===== src/rtl/icache_pkg.sv =====
`default_nettype none

package icache_pkg;

	// cache geometry
	localparam int ADDR_W   = 32;
	localparam int NUM_WAYS = 4;
	localparam int NUM_SETS = 64;
	localparam int INDEX_W  = 6;
	localparam int OFFSET_W = 4;    // 16-byte lines
	localparam int TAG_W    = ADDR_W - INDEX_W - OFFSET_W;
	localparam int LINE_W   = 128;
	localparam int INST_W   = 32;

	// refill fsm encoding
	localparam logic [1:0] ST_IDLE = 2'd0;
	localparam logic [1:0] ST_REQ  = 2'd1;  // memory request pending
	localparam logic [1:0] ST_WAIT = 2'd2;  // waiting for line data

	typedef logic [NUM_WAYS-1:0] way_t;    // one-hot
	typedef logic [LINE_W-1:0]   line_t;
	typedef logic [INST_W-1:0]   inst_t;

	// fetch address, used whole or split into cache fields
	typedef union packed {
		logic [ADDR_W-1:0] raw;
		struct packed {
			logic [TAG_W-1:0]   tag;
			logic [INDEX_W-1:0] index;
			logic [1:0]         word;      // instruction within the line
			logic [1:0]         byte_sel;  // always zero for aligned fetch
		} fields;
	} fetch_addr_t;

endpackage

`default_nettype wire

===== src/rtl/icache_tag_if.sv =====
`default_nettype none

interface icache_tag_if;

	logic [icache_pkg::INDEX_W-1:0] lookup_index;
	logic [icache_pkg::TAG_W-1:0]   lookup_tag;
	icache_pkg::way_t               hit_way;      // combinational compare result

	logic                           fill_en;
	icache_pkg::way_t               fill_way;
	icache_pkg::fetch_addr_t        fill_addr;    // tag and index of installed line

	modport ctrl (
		output lookup_index,
		output lookup_tag,
		input  hit_way,
		output fill_en,
		output fill_way,
		output fill_addr
	);

	modport array (
		input  lookup_index,
		input  lookup_tag,
		output hit_way,
		input  fill_en,
		input  fill_way,
		input  fill_addr
	);

endinterface

`default_nettype wire


===== src/rtl/icache_ctrl.sv =====
`default_nettype none

module icache_ctrl (
	input  logic                           clk,
	input  logic                           rst,

	input  logic                           fetch_valid,
	output logic                           fetch_ready,
	input  icache_pkg::fetch_addr_t        fetch_addr,
	input  logic                           flush,

	output logic                           inst_valid,
	input  logic                           inst_ready,
	output icache_pkg::inst_t              inst_data,

	output logic                           mem_req_valid,
	input  logic                           mem_req_ready,
	output icache_pkg::fetch_addr_t        mem_req_addr,
	input  logic                           mem_resp_valid,
	input  icache_pkg::line_t              mem_resp_data,

	icache_tag_if.ctrl                     tag,

	output icache_pkg::way_t               sram_ce,
	output logic                           sram_we,
	output logic [icache_pkg::INDEX_W-1:0] sram_addr,
	output icache_pkg::line_t              sram_wdata,
	input  icache_pkg::line_t              sram_rdata [icache_pkg::NUM_WAYS]
);

	// lookup stage
	logic                    req_valid;   // cleared by flush, also marks a dropped refill
	icache_pkg::fetch_addr_t req_addr;
	logic                    req_hit;

	// output slot
	icache_pkg::way_t        slot_way;    // zero selects the refill line buffer
	logic [1:0]              slot_word;
	icache_pkg::line_t       slot_line;
	icache_pkg::line_t       line_buf;

	logic [1:0]              state;
	icache_pkg::way_t        victim;

	logic                    slot_free;
	logic                    lookup_ok;
	logic                    hit_go;
	logic                    miss_go;
	logic                    accept;
	logic                    fill;
	logic                    deliver;

	assign req_hit   = |tag.hit_way;
	assign slot_free = !inst_valid || inst_ready;
	assign lookup_ok = req_valid && (state == icache_pkg::ST_IDLE) && slot_free && !flush;
	assign hit_go    = lookup_ok && req_hit;
	assign miss_go   = lookup_ok && !req_hit;
	assign fill      = (state == icache_pkg::ST_WAIT) && mem_resp_valid;
	assign deliver   = fill && req_valid;  // refill not discarded by flush

	// lookup stage must empty this edge for a new request to enter
	assign fetch_ready = !flush && (state == icache_pkg::ST_IDLE) && slot_free &&
		(!req_valid || req_hit);
	assign accept = fetch_valid && fetch_ready;

	assign tag.lookup_index = req_addr.fields.index;
	assign tag.lookup_tag   = req_addr.fields.tag;
	assign tag.fill_en      = fill;
	assign tag.fill_way     = victim;
	assign tag.fill_addr    = req_addr;

	assign mem_req_valid = (state == icache_pkg::ST_REQ);
	assign mem_req_addr.raw = {req_addr.raw[icache_pkg::ADDR_W-1:icache_pkg::OFFSET_W],
		{icache_pkg::OFFSET_W{1'b0}}};  // line aligned

	// one sram op per edge, hit read or refill write
	assign sram_ce    = fill ? victim : (hit_go ? tag.hit_way : '0);
	assign sram_we    = fill;
	assign sram_addr  = req_addr.fields.index;
	assign sram_wdata = mem_resp_data;

	always_comb begin
		slot_line = line_buf;
		for (int w = 0; w < icache_pkg::NUM_WAYS; w++) begin
			if (slot_way[w]) begin
				slot_line = sram_rdata[w];
			end
		end
	end

	assign inst_data = slot_line[slot_word * icache_pkg::INST_W +: icache_pkg::INST_W];

	always_ff @(posedge clk) begin
		if (rst) begin
			req_valid  <= 1'b0;
			inst_valid <= 1'b0;
			state      <= icache_pkg::ST_IDLE;
			victim     <= 4'b0001;
		end else begin
			if (flush) begin
				req_valid <= 1'b0;
			end else if (accept) begin
				req_valid <= 1'b1;
			end else if (hit_go || fill) begin
				req_valid <= 1'b0;
			end

			if (flush) begin
				inst_valid <= 1'b0;
			end else if (hit_go || deliver) begin
				inst_valid <= 1'b1;
			end else if (inst_ready) begin
				inst_valid <= 1'b0;
			end

			case (state)
				icache_pkg::ST_IDLE: begin
					if (miss_go) begin
						state <= icache_pkg::ST_REQ;
					end
				end
				icache_pkg::ST_REQ: begin
					if (mem_req_ready) begin
						state <= icache_pkg::ST_WAIT;
					end
				end
				icache_pkg::ST_WAIT: begin
					if (mem_resp_valid) begin
						state  <= icache_pkg::ST_IDLE;
						victim <= {victim[2:0], victim[3]};  // rotate on every refill
					end
				end
				default: begin
					state <= icache_pkg::ST_IDLE;
				end
			endcase
		end
	end

	always_ff @(posedge clk) begin
		if (accept) begin
			req_addr <= fetch_addr;
		end
		if (hit_go) begin
			slot_way  <= tag.hit_way;
			slot_word <= req_addr.fields.word;
		end else if (deliver) begin
			slot_way  <= '0;
			slot_word <= req_addr.fields.word;
		end
		if (fill) begin
			line_buf <= mem_resp_data;
		end
	end

endmodule

`default_nettype wire


===== src/flat_wrapper.sv =====
// flat-port wrapper written by rule: the top's interface ports become plain ports
module icache_ctrl_flat 
  (clk, rst, fetch_valid, fetch_ready, fetch_addr, flush, inst_valid, inst_ready, inst_data, mem_req_valid, mem_req_ready, mem_req_addr, mem_resp_valid, mem_resp_data, sram_ce, sram_we, sram_addr, sram_wdata, sram_rdata, tag_lookup_index, tag_lookup_tag, tag_hit_way, tag_fill_en, tag_fill_way, tag_fill_addr);
  icache_tag_if tag_i ();
  input  logic clk;
  input  logic rst;
  input  logic fetch_valid;
  output logic fetch_ready;
  input  icache_pkg::fetch_addr_t fetch_addr;
  input  logic flush;
  output logic inst_valid;
  input  logic inst_ready;
  output icache_pkg::inst_t inst_data;
  output logic mem_req_valid;
  input  logic mem_req_ready;
  output icache_pkg::fetch_addr_t mem_req_addr;
  input  logic mem_resp_valid;
  input  icache_pkg::line_t mem_resp_data;
  output icache_pkg::way_t sram_ce;
  output logic sram_we;
  output logic [icache_pkg::INDEX_W-1:0] sram_addr;
  output icache_pkg::line_t sram_wdata;
  input  icache_pkg::line_t sram_rdata[icache_pkg::NUM_WAYS];
  output wire logic [$bits(tag_i.lookup_index)-1:0] tag_lookup_index;
  output wire logic [$bits(tag_i.lookup_tag)-1:0] tag_lookup_tag;
  input wire logic [$bits(tag_i.hit_way)-1:0] tag_hit_way;
  output wire logic [$bits(tag_i.fill_en)-1:0] tag_fill_en;
  output wire logic [$bits(tag_i.fill_way)-1:0] tag_fill_way;
  output wire logic [$bits(tag_i.fill_addr)-1:0] tag_fill_addr;
  assign tag_lookup_index = tag_i.lookup_index;
  assign tag_lookup_tag = tag_i.lookup_tag;
  assign tag_i.hit_way = tag_hit_way;
  assign tag_fill_en = tag_i.fill_en;
  assign tag_fill_way = tag_i.fill_way;
  assign tag_fill_addr = tag_i.fill_addr;
  icache_ctrl u_core (.clk(clk), .rst(rst), .fetch_valid(fetch_valid), .fetch_ready(fetch_ready), .fetch_addr(fetch_addr), .flush(flush), .inst_valid(inst_valid), .inst_ready(inst_ready), .inst_data(inst_data), .mem_req_valid(mem_req_valid), .mem_req_ready(mem_req_ready), .mem_req_addr(mem_req_addr), .mem_resp_valid(mem_resp_valid), .mem_resp_data(mem_resp_data), .tag(tag_i), .sram_ce(sram_ce), .sram_we(sram_we), .sram_addr(sram_addr), .sram_wdata(sram_wdata), .sram_rdata(sram_rdata));
endmodule

===== config.mk =====
export PLATFORM = sky130hd
export DESIGN_NAME = icache_ctrl_flat
export DESIGN_NICKNAME = d
export VERILOG_FILES = /design/src/rtl/icache_pkg.sv /design/src/rtl/icache_tag_if.sv /design/src/rtl/icache_ctrl.sv /design/src/flat_wrapper.sv
export SDC_FILE = /design/constraint.sdc
export NUM_CORES = 1
export LEC_CHECK = 0
export BUFFER_PORTS_ARGS = -buffer_cell sky130_fd_sc_hd__buf_2
export CELL_PAD_IN_SITES_DETAIL_PLACEMENT = 0
export CELL_PAD_IN_SITES_GLOBAL_PLACEMENT = 1
export CORE_AREA = 2 2 373 375
export CTS_CLUSTER_DIAMETER = 30
export DETAILED_ROUTE_END_ITERATION = 10
export DIE_AREA = 0 0 375 377
export PLACE_DENSITY_LB_ADDON = 0.12
export SLEW_MARGIN = 20
export SYNTH_ARGS = -nofsm -noshare
export SYNTH_HDL_FRONTEND = slang
export SYNTH_SLANG_ARGS = --single-unit
export TNS_END_PERCENT = 50

===== constraint.sdc =====
create_clock -name clk -period 9.1 [get_ports clk]
set_input_delay 0 -clock clk [delete_from_list [all_inputs] [get_ports clk]]
set_output_delay 0 -clock clk [all_outputs]
set_load 0.005 [all_outputs]

# Word level (Yosys, flattened, before mapping)
# Cells that the tools add are included.
# W data, S select, Z words.
# classes
n_eq_ne	5
shift	1
mux	18
reduce_logical	27
# ops
cell	count
$mux W128	4
$shiftx A128 B8 Y32	1
$mux W4	4
$logic_and A1 B1 Y1	11
$mux W2	5
$pmux W2 S3	1
$reduce_bool A2 Y1	3
$logic_not A1 Y1	4
$logic_or A1 B1 Y1	4
$mux W1	4
$ne A2 B1 Y1 const B	2
$reduce_or A4 Y1	1
$reduce_and A3 Y1	1
$eq A2 B1 Y1 const B	1
$eq A2 B2 Y1 const B	1
$logic_not A2 Y1	1
$ne A2 B2 Y1 const B	1
$reduce_and A2 Y1	1
$reduce_or A2 Y1	1
# totals
register_bits	174
elab_cells	59

# Logic depth before layout (Yosys ltp)
# logic_depth
depth_word	8
depth_mapped	9
depth_no_buf	5

# Least setup slack after synthesis
# OpenSTA, ideal clock, no wires.
# synth_timing
path_type	reg-to-reg
startpoint	register u_core.state[0]
endpoint	register u_core.victim[1] (netlist: u_core.tag.fill_way[1])
setup_ps	74
arrival_ps	3609
required_ps	9026
path_slack_ps	5417
path_stages_with_launch	5
path_buffers	0
synth_period_minus_slack_ps	3683
cell_sequence	dfxtp_1 nand3b_1 inv_1 nand2_1 a21oi_1
# synth_between
elab_chain_cells	2
# synth_lines
element	line	text
from (decl)	icache_ctrl.sv:42	logic [1:0] state;
from (signal assigned)	icache_ctrl.sv:97	state <= icache_pkg::ST_IDLE;
from (signal assigned)	icache_ctrl.sv:119	state <= icache_pkg::ST_REQ;
from (signal assigned)	icache_ctrl.sv:124	state <= icache_pkg::ST_WAIT;
$eq A2 B2 Y1	icache_ctrl.sv:116	case (state)
$reduce_and A2 Y1 (no line)	-	
to (signal assigned)	icache_ctrl.sv:130	victim <= {victim[2:0], victim[3]};
to (decl)	icache_ctrl.sv:43	icache_pkg::way_t victim;
# No other way between the ends.
# A chain may end at the register's enable or synchronous reset.

# Worst setup path in the final report
# layout_timing
startpoint	register u_core.slot_way[3]
endpoint	output port inst_data[25]
# layout_between
elab_chain_cells	2
# layout_lines
element	line	text
from (decl)	icache_ctrl.sv:37	icache_pkg::way_t slot_way;
from (signal assigned)	icache_ctrl.sv:145	slot_way <= tag.hit_way;
$mux W128	icache_ctrl.sv:85	if (slot_way[w]) begin
$shiftx A128 B8 Y32	icache_ctrl.sv:91	assign inst_data = slot_line[slot_word * icache_pkg::INST_W +: icache_pkg::INST_W];
to (decl)	flat_wrapper.sv:13	output icache_pkg::inst_t inst_data;
# No other way between the ends.

==> reports/metrics.yaml <==
cts.htree.levels: 4
tns_ps: 0
vdd.ir_drop.worst_uv: 162.0
place_congestion: 0.8424
ant_nets: 0
vias: 12870
drive_above_1_share_pct: 51.56
dp_hpwl_um: 87680
p_per_area_nw_per_um2: 106.7
startpoint: "u_core.slot_way[3]"
syn_area_per_cell_um2: 10.51
cts.sinks: 174
critPathMaxFanout: 60
max_freq_ghz: 0.2111
chipWidth_um: 375
arrival_ps: 4740
grt_overflow: 0
worstPathRequired_ps: 9100
final_cell_mix: "949 x buf_2, 172 x dlygate4sd3_1, 166 x edfxtp_1, 128 x mux2i_1, 125 x o22ai_1"
finalHoldViolCount: 0
skew_ps: 16.32
grt_max_degree: 72
cts-root-buf: "clkbuf_16"
fin_nets: 2654
r2r_slack_ps: 6100
ys_seq_elements: 174
layout_commonest_cell: "buf_2"
synth_top_area_share_pct: 43.58
fin_crit_ps: 4738
setup.worst_path.start_class: "flop"
synth.yosys.seq_area_share_pct: 44.98
die-area_um2: 141400
avgViaCountPerCell: 3.399
static-leakage-power_nw: 7.658
synthDistinctLibCells: 38
port_buffers: 949
hold_end: "u_core.tag.fill_addr[22]"
synth_cells: 1088
die_y_um: 377
syn_area_um2: 11440
path_clk_slew_ps: 90
hold_depth: 2
slew_violations: 0
start_util_pct: 8.349
drcViolationCount: 0
cts_tree: "done"
ios: 954
path_class: "flop to primary output"
fp.coreArea_um2: 137000
first_iter_violations: 549
slew_headroom_pct: 24.52
yosys.area.top_type: "edfxtp_1"
antenna_found_initial: 58
rsz0062_at_grt: "no"
firstDrtPassIters: 5
yosys_warnings: 0
min_path_type: "input pin to flop"
fin_area_um2: 19170
cts_buffer_depth: 2
fillCellCount: 15730
worst_pin_slew_ps: 1123
grt_pass1_vias: 13740
synthTopCellsByArea: "edfxtp_1 44%, buf_4 13%, mux2i_1 11%"
end_kind: "primary output"
grt_pass1_wl_um: 132900
cts_resized: 0
timing.rr.end: "u_core.req_valid"
finalCritPeriodShare_pct: 52.06
rows: 136
wire_per_inst_um: 27.56
track_usage_pct: 14.25
finalSetupViolations: 0
place_area_um2: 16870
numCtsBuffers: 17
hold_path_startpoint: "fetch_addr[22]"
cap_violations: 0
reg2reg_depth: 6
timing.rr.start: "u_core.inst_valid"
worstSkewPairLatency_ps: 530
syn2layout_area_growth_pct: 67.63
status: "finished, final reports clean"
wirelength_um: 104400
==> sequential cells by signal (all words and copies together) (netlist names) <==
signal and cells:
u_core.inst_valid 1, u_core.line_buf 128, u_core.slot_word 2, u_core.req_valid 1
u_core.slot_way 4, u_core.tag.fill_way 4, u_core.tag.fill_addr 32, u_core.state 2
==> routing by layer <==
layer / GRT usage [%] / up-vias / routed length (um)
met1: 16.51 / 6219 / 42410
li1: - / 5850 / -
met5: 0 / - / 310
met3: 4.371 / 117 / 6914
met2: 25.90 / 630 / 53580
met4: 2.343 / 54 / 1148
==> worst max-delay path, stage by stage (launching register included) <==
cell	delay, ps
edfxtp_1	620
nor3_2	870
buf_4	700
a2111oi_0	380
nor3_1	880
a31oi_1	330
buf_2	260
==> power by group <==
part	internal (W)	total (W)	switching (W)
Combinational	0.000196	0.000352	0.000155
Sequential	0.000883	0.000894	0.0000107
Clock	0.000384	0.000800	0.000416
Total	0.00146	0.00205	0.000582
==> cell families (layout without fill, tap and decap cells) <==
| kind of cell | after synthesis | after routing | share of synthesized area [%] |
|---|---|---|---|
| multiplexers | 128 | 128 | 11.20 |
| buffers and inverters | 293 | 1186 | 16.66 |
| AO/OA/AOI/OAI | 363 | 363 | 22.07 |
| flip-flops | 174 | 174 | 44.98 |
| AND/OR/NAND/NOR | 129 | 129 | 5.054 |
| other | 1 | 12 | 0.03279 |
==> worst max path at each step <==
stage	endpoint	slack (ps)	cells after the start
4_1_cts	inst_data[25]	4090	6
5_1_grt	inst_data[25]	4080	6
3_3_place_gp	inst_data[25]	4790	6
3_5_place_dp	inst_data[25]	4720	6
2_1_floorplan	u_core.tag.fill_way[1]	5420	4
6_report	inst_data[25]	4360	6
==> synth_stat cells (all sizes together) <==
cell type,instances
dfxtp,8
and3,5
nand2b,6
a21oi,38
nor2,68
and2,1
a21boi,1
o211ai,32
a21o,1
edfxtp,166
clkbuf,44
a31oi,33
conb,1
a211o,1
nor4,2
nor3b,1
mux2i,128
nand3b,1
a221oi,4
or3b,1
inv,6
a22oi,1
o21ai,31
a211oi,31
buf,243
nor2b,2
a2111oi,31
o22ai,125
a2111o,31
o21a,2
nor3,33
a32oi,1
nand2,9
==> final cells by class <==
| type | instances | area (um2) | share of cell area (%) |
|---|---|---|---|
| Antenna cell | 8 | 20.02 | 0.1044 |
| Clock buffer | 22 | 485.5 | 2.532 |
| Clock inverter | 10 | 77.57 | 0.4046 |
| Inverter | 6 | 35.03 | 0.1827 |
| Multi-Input combinational cell | 624 | 4466 | 23.29 |
| Sequential cell | 174 | 5145 | 26.84 |
| Tap cell | 1794 | 2245 | 11.71 |
| Timing Repair Buffer | 1148 | 6699 | 34.94 |
==> through the flow <==
stage / power (W) / worst slack (ps) / cells / hold slack [ps] / util [%]
2_1_floorplan: 0.0009964 / 5417 / 1091 / 79.31 / -
3_3_place_gp: 0.001219 / 4794 / 3574 / 176.3 / 12.31
3_5_place_dp: 0.001216 / 4717 / 3574 / 178.1 / 12.31
4_1_cts: 0.002124 / 4088 / 3778 / 105.3 / 13.98
5_1_grt: 0.002159 / 4081 / 3782 / 125.1 / 13.99
6_report: 0.002045 / 4362 / 3786 / 184.6 / 14.00
==> timing repair <==
| action | 4_1_cts | 5_1_grt |
|---|---|---|
| endpoints found under the hold margin | 172 | 0 |
| hold buffers | 172 | 0 |
| setup buffers | 0 | 0 |
(Power assumes the default switching activity.)
